**config.mk**
```make
export PLATFORM = sky130hd
export DESIGN_NAME = raster_top
export DESIGN_NICKNAME = d
export VERILOG_FILES = /design/src/logic/raster_pkg.sv /design/src/logic/raster_decode.sv /design/src/logic/raster_execute.sv /design/src/logic/raster_result.sv /design/src/logic/raster_top.sv
export SDC_FILE = /design/constraint.sdc
export NUM_CORES = 2
export LEC_CHECK = 0
export ABC_AREA = 0
export ABC_CLOCK_PERIOD_IN_PS = 6890
export BUFFER_PORTS_ARGS = -buffer_cell sky130_fd_sc_hd__buf_2
export CAP_MARGIN = 20
export CORE_ASPECT_RATIO = 0.9
export CORE_MARGIN = 3
export CORE_UTILIZATION = 45
export CTS_BUF_LIST = sky130_fd_sc_hd__clkbuf_2
export DETAILED_ROUTE_END_ITERATION = 6
export GPL_TIMING_DRIVEN = 0
export PLACE_DENSITY_LB_ADDON = 0.12
export SYNTH_ARGS = -nofsm -noshare
export SYNTH_HDL_FRONTEND = slang
export SYNTH_SLANG_ARGS = --single-unit
```
**constraint.sdc**
```tcl
create_clock -name clk -period 6.89 [get_ports clk]
set_input_delay 1.378 -clock clk [delete_from_list [all_inputs] [get_ports clk]]
set_output_delay 1.378 -clock clk [all_outputs]
set_load 0.05 [all_outputs]
```
**src/logic/raster_pkg.sv**
```systemverilog
////////////////////
// Rasterizer package
// Tile and quad geometry, datapath widths and the output word
////////////////////
package raster_pkg;

    // Tile geometry
    localparam int TILE_SIZE      = 4;
    localparam int QUAD_SIZE      = 2;
    localparam int QUADS_PER_ROW  = TILE_SIZE / QUAD_SIZE;
    localparam int QUADS_PER_TILE = QUADS_PER_ROW * QUADS_PER_ROW;
    localparam int QUAD_IDX_BITS  = $clog2(QUADS_PER_TILE);
    localparam int QUAD_SHIFT     = $clog2(QUAD_SIZE);

    // Datapath widths
    localparam int DIM_BITS       = 8;
    localparam int PID_BITS       = 8;
    localparam int COEF_BITS      = 12;
    localparam int PROD_BITS      = COEF_BITS + DIM_BITS + 1;
    localparam int EDGE_BITS      = 24;
    localparam int QUAD_MASK_BITS = 4;
    localparam int STAMP_CNT_BITS = 3;

    // Output word layout
    localparam int OUT_BITS       = 24;
    localparam int POS_BITS       = (OUT_BITS - QUAD_MASK_BITS - PID_BITS) / 2;
    localparam int SUM_PAD_BITS   = OUT_BITS - STAMP_CNT_BITS - PID_BITS;

    // Stamp positions are in quad units and pid sits in the low byte of both views
    typedef union packed {
        struct packed {
            logic [POS_BITS-1:0]       pos_x;
            logic [POS_BITS-1:0]       pos_y;
            logic [QUAD_MASK_BITS-1:0] mask;
            logic [PID_BITS-1:0]       pid;
        } stamp;
        struct packed {
            logic [SUM_PAD_BITS-1:0]   pad;
            logic [STAMP_CNT_BITS-1:0] count;
            logic [PID_BITS-1:0]       pid;
        } summary;
    } raster_out_t;

endpackage

```
**src/logic/raster_decode.sv**
```systemverilog
////////////////////
// Raster decode
// Takes a primitive over req/ack and evaluates its edges at the tile origin
////////////////////
`timescale 1ns/1ps

module raster_decode import raster_pkg::*; (
    input  logic                        clk,
    input  logic                        reset,
    input  logic                        in_req,
    input  logic [DIM_BITS-1:0]         xloc,
    input  logic [DIM_BITS-1:0]         yloc,
    input  logic [PID_BITS-1:0]         pid,
    input  logic signed [COEF_BITS-1:0] a0,
    input  logic signed [COEF_BITS-1:0] b0,
    input  logic signed [COEF_BITS-1:0] c0,
    input  logic signed [COEF_BITS-1:0] a1,
    input  logic signed [COEF_BITS-1:0] b1,
    input  logic signed [COEF_BITS-1:0] c1,
    input  logic signed [COEF_BITS-1:0] a2,
    input  logic signed [COEF_BITS-1:0] b2,
    input  logic signed [COEF_BITS-1:0] c2,
    input  logic                        prim_take,
    output logic                        in_ack,
    output logic                        prim_valid,
    output logic signed [EDGE_BITS-1:0] e0,
    output logic signed [EDGE_BITS-1:0] e1,
    output logic signed [EDGE_BITS-1:0] e2,
    output logic signed [COEF_BITS-1:0] ea0,
    output logic signed [COEF_BITS-1:0] eb0,
    output logic signed [COEF_BITS-1:0] ea1,
    output logic signed [COEF_BITS-1:0] eb1,
    output logic signed [COEF_BITS-1:0] ea2,
    output logic signed [COEF_BITS-1:0] eb2,
    output logic [DIM_BITS-1:0]         prim_x,
    output logic [DIM_BITS-1:0]         prim_y,
    output logic [PID_BITS-1:0]         prim_pid
);

    logic signed [COEF_BITS-1:0] in_a [3];
    logic signed [COEF_BITS-1:0] in_b [3];
    logic signed [COEF_BITS-1:0] in_c [3];

    logic                        accept;
    logic                        s1_valid;
    logic                        s2_valid;
    logic [DIM_BITS-1:0]         s1_x;
    logic [DIM_BITS-1:0]         s1_y;
    logic [PID_BITS-1:0]         s1_pid;
    logic signed [COEF_BITS-1:0] s1_a [3];
    logic signed [COEF_BITS-1:0] s1_b [3];
    logic signed [COEF_BITS-1:0] s1_c [3];
    logic signed [PROD_BITS-1:0] s2_ax [3];
    logic signed [PROD_BITS-1:0] s2_by [3];
    logic signed [EDGE_BITS-1:0] hold_e [3];

    assign in_a = '{a0, a1, a2};
    assign in_b = '{b0, b1, b2};
    assign in_c = '{c0, c1, c2};

    // Only one primitive in flight between capture and hand-off
    assign accept = in_req && !in_ack && !(s1_valid || s2_valid || prim_valid);

    always_ff @(posedge clk) begin
        if (reset) begin
            in_ack     <= 1'b0;
            s1_valid   <= 1'b0;
            s2_valid   <= 1'b0;
            prim_valid <= 1'b0;
        end else begin
            if (accept) begin
                in_ack <= 1'b1;
            end else if (!in_req) begin
                in_ack <= 1'b0;
            end
            s1_valid <= accept;
            s2_valid <= s1_valid;
            if (s2_valid) begin
                prim_valid <= 1'b1;
            end else if (prim_take) begin
                prim_valid <= 1'b0;
            end
        end
    end

    // Input fields stay put until the next accept
    always_ff @(posedge clk) begin
        if (accept) begin
            s1_x   <= xloc;
            s1_y   <= yloc;
            s1_pid <= pid;
            for (int k = 0; k < 3; k++) begin
                s1_a[k] <= in_a[k];
                s1_b[k] <= in_b[k];
                s1_c[k] <= in_c[k];
            end
        end
        if (s1_valid) begin
            for (int k = 0; k < 3; k++) begin
                s2_ax[k] <= s1_a[k] * $signed({1'b0, s1_x});
                s2_by[k] <= s1_b[k] * $signed({1'b0, s1_y});
            end
        end
        if (s2_valid) begin
            for (int k = 0; k < 3; k++) begin
                hold_e[k] <= s2_ax[k] + s2_by[k] + s1_c[k];
            end
        end
    end

    assign e0       = hold_e[0];
    assign e1       = hold_e[1];
    assign e2       = hold_e[2];
    assign ea0      = s1_a[0];
    assign eb0      = s1_b[0];
    assign ea1      = s1_a[1];
    assign eb1      = s1_b[1];
    assign ea2      = s1_a[2];
    assign eb2      = s1_b[2];
    assign prim_x   = s1_x;
    assign prim_y   = s1_y;
    assign prim_pid = s1_pid;

    // Ack only answers a request seen on the previous edge
    assert property (@(posedge clk) disable iff (reset)
        $rose(in_ack) |-> $past(in_req));

endmodule

```
**src/logic/raster_execute.sv**
```systemverilog
////////////////////
// Raster execute
// Walks the quads of a tile and forms per-quad coverage masks
////////////////////
`timescale 1ns/1ps

module raster_execute import raster_pkg::*; (
    input  logic                        clk,
    input  logic                        reset,
    input  logic                        prim_valid,
    input  logic signed [EDGE_BITS-1:0] e0,
    input  logic signed [EDGE_BITS-1:0] e1,
    input  logic signed [EDGE_BITS-1:0] e2,
    input  logic signed [COEF_BITS-1:0] ea0,
    input  logic signed [COEF_BITS-1:0] eb0,
    input  logic signed [COEF_BITS-1:0] ea1,
    input  logic signed [COEF_BITS-1:0] eb1,
    input  logic signed [COEF_BITS-1:0] ea2,
    input  logic signed [COEF_BITS-1:0] eb2,
    input  logic [DIM_BITS-1:0]         prim_x,
    input  logic [DIM_BITS-1:0]         prim_y,
    input  logic [PID_BITS-1:0]         prim_pid,
    input  logic                        quad_ready,
    output logic                        prim_take,
    output logic                        quad_valid,
    output logic [DIM_BITS-1:0]         quad_x,
    output logic [DIM_BITS-1:0]         quad_y,
    output logic [QUAD_MASK_BITS-1:0]   quad_mask,
    output logic [PID_BITS-1:0]         quad_pid,
    output logic                        quad_last
);

    logic signed [EDGE_BITS-1:0] in_e [3];
    logic signed [COEF_BITS-1:0] in_a [3];
    logic signed [COEF_BITS-1:0] in_b [3];

    logic [QUAD_IDX_BITS-1:0]    idx;
    logic [DIM_BITS-1:0]         base_x;
    logic [DIM_BITS-1:0]         base_y;
    logic [PID_BITS-1:0]         cur_pid;
    logic signed [EDGE_BITS-1:0] cur_e [3];
    logic signed [EDGE_BITS-1:0] row_e [3];
    logic signed [COEF_BITS-1:0] step_a [3];
    logic signed [COEF_BITS-1:0] step_b [3];
    logic                        quad_fire;
    logic                        row_end;

    assign in_e = '{e0, e1, e2};
    assign in_a = '{ea0, ea1, ea2};
    assign in_b = '{eb0, eb1, eb2};

    assign quad_last = (idx == QUAD_IDX_BITS'(QUADS_PER_TILE - 1));
    assign quad_fire = quad_valid && quad_ready;
    assign prim_take = prim_valid && (!quad_valid || (quad_fire && quad_last));
    assign row_end   = (int'(idx) % QUADS_PER_ROW) == (QUADS_PER_ROW - 1);

    // Row-major quad offsets from the tile origin
    assign quad_x   = base_x + DIM_BITS'((int'(idx) % QUADS_PER_ROW) * QUAD_SIZE);
    assign quad_y   = base_y + DIM_BITS'((int'(idx) / QUADS_PER_ROW) * QUAD_SIZE);
    assign quad_pid = cur_pid;

    always_ff @(posedge clk) begin
        if (reset) begin
            quad_valid <= 1'b0;
            idx        <= '0;
        end else if (prim_take) begin
            quad_valid <= 1'b1;
            idx        <= '0;
        end else if (quad_fire) begin
            quad_valid <= !quad_last;
            idx        <= idx + 1'b1;
        end
    end

    // Edge values track the top-left pixel of the current quad
    always_ff @(posedge clk) begin
        if (prim_take) begin
            base_x  <= prim_x;
            base_y  <= prim_y;
            cur_pid <= prim_pid;
            for (int k = 0; k < 3; k++) begin
                cur_e[k]  <= in_e[k];
                row_e[k]  <= in_e[k];
                step_a[k] <= in_a[k];
                step_b[k] <= in_b[k];
            end
        end else if (quad_fire) begin
            for (int k = 0; k < 3; k++) begin
                if (row_end) begin
                    row_e[k] <= row_e[k] + EDGE_BITS'(step_b[k] * QUAD_SIZE);
                    cur_e[k] <= row_e[k] + EDGE_BITS'(step_b[k] * QUAD_SIZE);
                end else begin
                    cur_e[k] <= cur_e[k] + EDGE_BITS'(step_a[k] * QUAD_SIZE);
                end
            end
        end
    end

    // Zero on an edge still counts as inside
    always_comb begin
        logic signed [EDGE_BITS-1:0] val;
        for (int p = 0; p < QUAD_MASK_BITS; p++) begin
            quad_mask[p] = 1'b1;
            for (int k = 0; k < 3; k++) begin
                val = cur_e[k] + EDGE_BITS'((p % QUAD_SIZE) * step_a[k])
                               + EDGE_BITS'((p / QUAD_SIZE) * step_b[k]);
                if (val < 0) begin
                    quad_mask[p] = 1'b0;
                end
            end
        end
    end

    assert property (@(posedge clk) disable iff (reset)
        quad_valid && !quad_ready |=>
            quad_valid && $stable({quad_x, quad_y, quad_mask, quad_pid, quad_last}));

endmodule

```
**src/logic/raster_result.sv**
```systemverilog
////////////////////
// Raster result
// Packs stamps and per-primitive summaries onto the req/ack output
////////////////////
`timescale 1ns/1ps

module raster_result import raster_pkg::*; (
    input  logic                      clk,
    input  logic                      reset,
    input  logic                      quad_valid,
    input  logic [DIM_BITS-1:0]       quad_x,
    input  logic [DIM_BITS-1:0]       quad_y,
    input  logic [QUAD_MASK_BITS-1:0] quad_mask,
    input  logic [PID_BITS-1:0]       quad_pid,
    input  logic                      quad_last,
    input  logic                      out_ack,
    output logic                      quad_ready,
    output logic                      out_req,
    output logic                      out_is_summary,
    output raster_out_t               out_word
);

    logic                      ack_wait;
    logic                      sum_pend;
    logic [STAMP_CNT_BITS-1:0] count;
    logic [PID_BITS-1:0]       sum_pid;
    logic                      quad_fire;
    logic                      quad_hit;
    logic                      issue_sum;
    raster_out_t               stamp_word;
    raster_out_t               sum_word;

    assign quad_ready = !out_req && !ack_wait && !sum_pend;
    assign quad_fire  = quad_valid && quad_ready;
    assign quad_hit   = quad_fire && (quad_mask != '0);
    assign issue_sum  = !out_req && !ack_wait && sum_pend;

    always_comb begin
        stamp_word             = '0;
        stamp_word.stamp.pos_x = POS_BITS'(quad_x >> QUAD_SHIFT);
        stamp_word.stamp.pos_y = POS_BITS'(quad_y >> QUAD_SHIFT);
        stamp_word.stamp.mask  = quad_mask;
        stamp_word.stamp.pid   = quad_pid;
    end

    always_comb begin
        sum_word               = '0;
        sum_word.summary.count = count;
        sum_word.summary.pid   = sum_pid;
    end

    always_ff @(posedge clk) begin
        if (reset) begin
            out_req  <= 1'b0;
            ack_wait <= 1'b0;
            sum_pend <= 1'b0;
            count    <= '0;
        end else begin
            if (quad_hit || issue_sum) begin
                out_req <= 1'b1;
            end else if (out_req && out_ack) begin
                out_req <= 1'b0;
            end
            // Hold off until the receiver lets go of ack
            if (out_req && out_ack) begin
                ack_wait <= 1'b1;
            end else if (!out_ack) begin
                ack_wait <= 1'b0;
            end
            if (issue_sum) begin
                sum_pend <= 1'b0;
            end else if (quad_fire) begin
                sum_pend <= quad_last;
            end
            if (issue_sum) begin
                count <= '0;
            end else if (quad_hit) begin
                count <= count + 1'b1;
            end
        end
    end

    always_ff @(posedge clk) begin
        if (quad_fire) begin
            sum_pid <= quad_pid;
        end
        if (quad_hit) begin
            out_word       <= stamp_word;
            out_is_summary <= 1'b0;
        end else if (issue_sum) begin
            out_word       <= sum_word;
            out_is_summary <= 1'b1;
        end
    end

    assert property (@(posedge clk) disable iff (reset)
        out_req |=> !out_req || ($stable(out_word) && $stable(out_is_summary)));

endmodule

```
**src/logic/raster_top.sv**
```systemverilog
////////////////////
// Raster top
// Decode, execute and result stages of the tile rasterizer
////////////////////
`timescale 1ns/1ps

module raster_top import raster_pkg::*; (
    input  logic                        clk,
    input  logic                        reset,
    input  logic                        in_req,
    input  logic [DIM_BITS-1:0]         xloc,
    input  logic [DIM_BITS-1:0]         yloc,
    input  logic [PID_BITS-1:0]         pid,
    input  logic signed [COEF_BITS-1:0] a0,
    input  logic signed [COEF_BITS-1:0] b0,
    input  logic signed [COEF_BITS-1:0] c0,
    input  logic signed [COEF_BITS-1:0] a1,
    input  logic signed [COEF_BITS-1:0] b1,
    input  logic signed [COEF_BITS-1:0] c1,
    input  logic signed [COEF_BITS-1:0] a2,
    input  logic signed [COEF_BITS-1:0] b2,
    input  logic signed [COEF_BITS-1:0] c2,
    input  logic                        out_ack,
    output logic                        in_ack,
    output logic                        out_req,
    output logic                        out_is_summary,
    output raster_out_t                 out_word
);

    logic                        prim_valid;
    logic                        prim_take;
    logic signed [EDGE_BITS-1:0] e0;
    logic signed [EDGE_BITS-1:0] e1;
    logic signed [EDGE_BITS-1:0] e2;
    logic signed [COEF_BITS-1:0] ea0;
    logic signed [COEF_BITS-1:0] eb0;
    logic signed [COEF_BITS-1:0] ea1;
    logic signed [COEF_BITS-1:0] eb1;
    logic signed [COEF_BITS-1:0] ea2;
    logic signed [COEF_BITS-1:0] eb2;
    logic [DIM_BITS-1:0]         prim_x;
    logic [DIM_BITS-1:0]         prim_y;
    logic [PID_BITS-1:0]         prim_pid;

    logic                        quad_valid;
    logic                        quad_ready;
    logic [DIM_BITS-1:0]         quad_x;
    logic [DIM_BITS-1:0]         quad_y;
    logic [QUAD_MASK_BITS-1:0]   quad_mask;
    logic [PID_BITS-1:0]         quad_pid;
    logic                        quad_last;

    raster_decode raster_decode_inst (
        .clk        (clk),
        .reset      (reset),
        .in_req     (in_req),
        .xloc       (xloc),
        .yloc       (yloc),
        .pid        (pid),
        .a0         (a0),
        .b0         (b0),
        .c0         (c0),
        .a1         (a1),
        .b1         (b1),
        .c1         (c1),
        .a2         (a2),
        .b2         (b2),
        .c2         (c2),
        .prim_take  (prim_take),
        .in_ack     (in_ack),
        .prim_valid (prim_valid),
        .e0         (e0),
        .e1         (e1),
        .e2         (e2),
        .ea0        (ea0),
        .eb0        (eb0),
        .ea1        (ea1),
        .eb1        (eb1),
        .ea2        (ea2),
        .eb2        (eb2),
        .prim_x     (prim_x),
        .prim_y     (prim_y),
        .prim_pid   (prim_pid)
    );

    raster_execute raster_execute_inst (
        .clk        (clk),
        .reset      (reset),
        .prim_valid (prim_valid),
        .e0         (e0),
        .e1         (e1),
        .e2         (e2),
        .ea0        (ea0),
        .eb0        (eb0),
        .ea1        (ea1),
        .eb1        (eb1),
        .ea2        (ea2),
        .eb2        (eb2),
        .prim_x     (prim_x),
        .prim_y     (prim_y),
        .prim_pid   (prim_pid),
        .quad_ready (quad_ready),
        .prim_take  (prim_take),
        .quad_valid (quad_valid),
        .quad_x     (quad_x),
        .quad_y     (quad_y),
        .quad_mask  (quad_mask),
        .quad_pid   (quad_pid),
        .quad_last  (quad_last)
    );

    raster_result raster_result_inst (
        .clk            (clk),
        .reset          (reset),
        .quad_valid     (quad_valid),
        .quad_x         (quad_x),
        .quad_y         (quad_y),
        .quad_mask      (quad_mask),
        .quad_pid       (quad_pid),
        .quad_last      (quad_last),
        .out_ack        (out_ack),
        .quad_ready     (quad_ready),
        .out_req        (out_req),
        .out_is_summary (out_is_summary),
        .out_word       (out_word)
    );

endmodule

```
==> results.json <==
{
  "dp_hpwl_um": 129000,
  "pre_cts_slack_ps": -687,
  "drv_cap": 0,
  "use_met3": 0.0515,
  "first_global_vias": 42175,
  "slew-limit-headroom": 0.193,
  "worst_slew_pin_slew_ps": 1210,
  "arrival_ps": 7860,
  "grtUsageMet2": 0.373,
  "intPower_uw": 12800,
  "synth-main-ff-cell": "edfxtp_1",
  "io_pins": 163,
  "route.detailed.drc": 0,
  "syn-instance-count": 5533,
  "numCtsBuffers": 173,
  "grt_overflow": 0,
  "r2r_setup_slack_ps": 320,
  "cts.sinks": 609,
  "setup_viol": 0,
  "seq_area_frac_synth": 0.318,
  "synth_edf_count": 595,
  "wl_um": 162000,
  "clkPwrFrac": 0.120,
  "insertion_delay_ps": 1630,
  "crit_path_end_kind": "flip-flop",
  "rows": 123,
  "ys_ff_latch": 609,
  "fp.dieW_um": 381,
  "cp_slowest_cell": "or4_1",
  "rsz0062_at_grt": "no",
  "coreArea_sq_um": 125000,
  "ant_nets": 0,
  "die_h_um": 344,
  "hp-class": "reg2reg",
  "clockBufferDepth": 3,
  "path_clk_slew_ps": 110,
  "critical_path_buf_inv_count": 3,
  "hold_slack_ps": 426,
  "vias_per_cell": 5.33,
  "dr.pass1.iters": 6,
  "dieArea_sq_um": 131000,
  "hold_viol": 0,
  "synth_area_per_cell_sq_um": 10.3,
  "timing.fmax_mhz": 152,
  "swShare": 0.446,
  "yosysWarnings": 0,
  "drive_gt1_frac": 0.0830,
  "worstSetupPathType": "reg2reg",
  "grt_pass1_wl_um": 250000,
  "root_buffer": "clkbuf_2",
  "grt.busiest_layer": "met2",
  "power_density_nw_per_um2": 364,
  "p_sw_uw": 10300,
  "combPwrFrac": 0.614,
  "seqPwrFrac": 0.266,
  "nets": 7320,
  "async_reset_ff_frac": 0,
  "drt_iter0_drc": 2662,
  "area_growth_pct": 11.1,
  "maxSlewViolCount": 0,
  "antenna_found_initial": 11,
  "tritoncts": "yes",
  "period_share": 0.953,
  "required_ps": 8190,
  "outcome": "completed",
  "wl_per_cell_um": 20.7,
  "crit_path_start_kind": "flip-flop",
  "met1_usage": 0.371,
  "syn_nets": 6833,
  "final.setup_skew_ps": 119,
  "ir_drop_mv": 0.229,
  "syn_area_sq_um": 57100,
  "grt_usage": 0.252,
  "ys_types": 79,
  "critPathMaxFanout": 19,
  "p_leak_uw": 0.0284,
  "htreeDepth": 4,
  "worst_slack_ps": 324,
  "cpLargestDelayFamily": "compound AO/OA/AOI/OAI gates",
  "fin_crit_ps": 6570,
  "start_util": 0.455,
  "route.vias.total": 41779,
  "critical_path.max_stage_delay_ps": 500,
  "gp_congestion": 0.907,
  "grt_max_degree": 68,
  "portBuffers": 161
}
-- synthesized netlist by cell type (9+ instances only) --
master	instances	area share
a211o_1	12	0.0018
a211oi_1	38	0.0050
a21boi_0	31	0.0041
a21o_1	107	0.014
a21oi_1	281	0.025
a221oi_1	9	0.0014
a31oi_1	29	0.0032
a41oi_1	12	0.0018
and2_1	389	0.043
and3_1	31	0.0034
clkbuf_1	117	0.0077
dfxtp_1	14	0.0049
edfxtp_1	595	0.31
fa_1	543	0.19
ha_1	621	0.14
inv_1	759	0.050
mux2_2	18	0.0036
mux2i_1	16	0.0028
nand2_1	560	0.037
nand2b_1	29	0.0032
nand3_1	77	0.0067
nand4_1	42	0.0046
nor2_1	257	0.017
nor2b_1	46	0.0050
nor3_1	66	0.0058
nor4_1	9	0.00099
o2111ai_1	9	0.0014
o211ai_1	26	0.0034
o21a_1	30	0.0039
o21ai_0	185	0.016
o21bai_1	35	0.0046
o22ai_1	10	0.0011
o31ai_1	19	0.0025
o41ai_1	10	0.0015
or2_2	17	0.0019
or3_1	25	0.0027
xnor2_1	242	0.037
xor2_1	102	0.016
-- kinds of logic (layout without fill, tap and decap cells) --
logic type / after synthesis / after routing / synth area share
buf+inv: 889 / 1499 / 0.0589
other cells: 0 / 9 / 0
simple gates: 1578 / 1578 / 0.135
xor+xnor: 344 / 344 / 0.0528
fa+ha+maj: 1164 / 1164 / 0.326
compound gates: 913 / 913 / 0.102
mux: 36 / 36 / 0.00675
flops: 609 / 609 / 0.318
-- final timing paths --
| path | start | end | cells after the start |
|---|---|---|---|
| worst max register to register | raster_execute_inst.step_a[0][12]$_DFFE_PP_ | raster_result_inst.out_word[11]$_SDFFCE_PP0P_ | 25 |
| worst max-delay path | raster_execute_inst.step_a[0][12]$_DFFE_PP_ | raster_result_inst.out_word[11]$_SDFFCE_PP0P_ | 25 |
| worst min-delay path | raster_decode_inst.prim_pid[1]$_DFFE_PP_ | raster_execute_inst.quad_pid[1]$_DFFE_PP_ | 0 |
| worst min register to register | raster_decode_inst.prim_pid[1]$_DFFE_PP_ | raster_execute_inst.quad_pid[1]$_DFFE_PP_ | 0 |
-- layer usage --
| metal | wire (um) | part of all wire |
|---|---|---|
| met2 | 68500 | 0.42 |
| met5 | 0 | 0 |
| met3 | 11900 | 0.073 |
| met1 | 77400 | 0.48 |
| met4 | 4620 | 0.028 |
-- timing repair --
item / CTS / global route
endpoints found under the setup margin: 42 / 37
pin swaps: 2 / 3
hold endpoints to repair: 139 / 0
buffers inserted: 0 / 4
hold buffers: 136 / 0
gates resized for setup: 14 / 15
-- metrics by stage --
stage	utilization	cell area, sq um	setup TNS, ps	cells	power (uW)
2_1_floorplan	-	57100	0	5533	16700
3_3_place_gp	0.478	60000	-389150	7381	20000
3_5_place_dp	0.482	60400	-16450	7396	20200
4_1_cts	0.505	63400	0	7828	23200
5_1_grt	0.506	63500	0	7839	25600
6_report	0.506	63500	0	7839	23100
-- area by class of cell --
class,count,area (sq um)
diodes,9,22.5
plain buffers,124,500
clock buffers,228,1140
clock inverters,70,410
fillers,11689,62000
inverters,760,2860
multi-input cells,4035,35700
flip-flops and latches,609,18200
well taps,1687,2110
repair buffers,317,2590
-- layout by cell type (no fill, tap or decap), types with 31 or more instances in the layout --
master | synthesis | routed
a211oi_1 | 38 | 37
a21oi_1 | 281 | 279
nand4_1 | 42 | 42
nor2b_1 | 46 | 46
clkinv_1 | 0 | 41
dlygate4sd3_1 | 0 | 136
and3_1 | 31 | 31
xnor2_1 | 242 | 242
inv_1 | 759 | 757
nand2_1 | 560 | 558
nand3_1 | 77 | 77
o21bai_1 | 35 | 35
clkbuf_2 | 0 | 235
nor2_1 | 257 | 257
a21boi_0 | 31 | 31
buf_2 | 1 | 163
fa_1 | 543 | 543
nor3_1 | 66 | 65
o21ai_0 | 185 | 184
xor2_1 | 102 | 102
clkbuf_1 | 117 | 105
and2_1 | 389 | 389
ha_1 | 621 | 621
edfxtp_1 | 595 | 595
a21o_1 | 107 | 107
-- flip-flops by register name, summed over array words and instances (netlist names), 2 cells and up --
name,cells
raster_execute_inst.cur_e,72
raster_execute_inst.row_e,72
raster_decode_inst.hold_e,69
raster_decode_inst.s2_ax,63
raster_decode_inst.s2_by,63
raster_decode_inst.s1_a,36
raster_decode_inst.s1_b,36
raster_decode_inst.s1_c,36
raster_execute_inst.step_a,36
raster_execute_inst.step_b,36
raster_result_inst.out_word,24
raster_decode_inst.prim_pid,8
raster_decode_inst.prim_x,8
raster_decode_inst.prim_y,8
raster_execute_inst.quad_pid,8
raster_result_inst.sum_pid,8
raster_execute_inst.base_x,6
raster_execute_inst.base_y,6
raster_result_inst.count,3
raster_execute_inst.idx,2
-- power by group through the flow --
stage | clock network, uW | logic, uW | registers (uW)
after CTS | 2890 | 14200 | 6130
after global routing | 3080 | 16300 | 6190
after detailed placement | 0 | 14000 | 6210
after global placement | 0 | 13700 | 6270
after floorplan | 0 | 10800 | 5900
final | 2770 | 14200 | 6150
(Power assumes the default switching activity.)
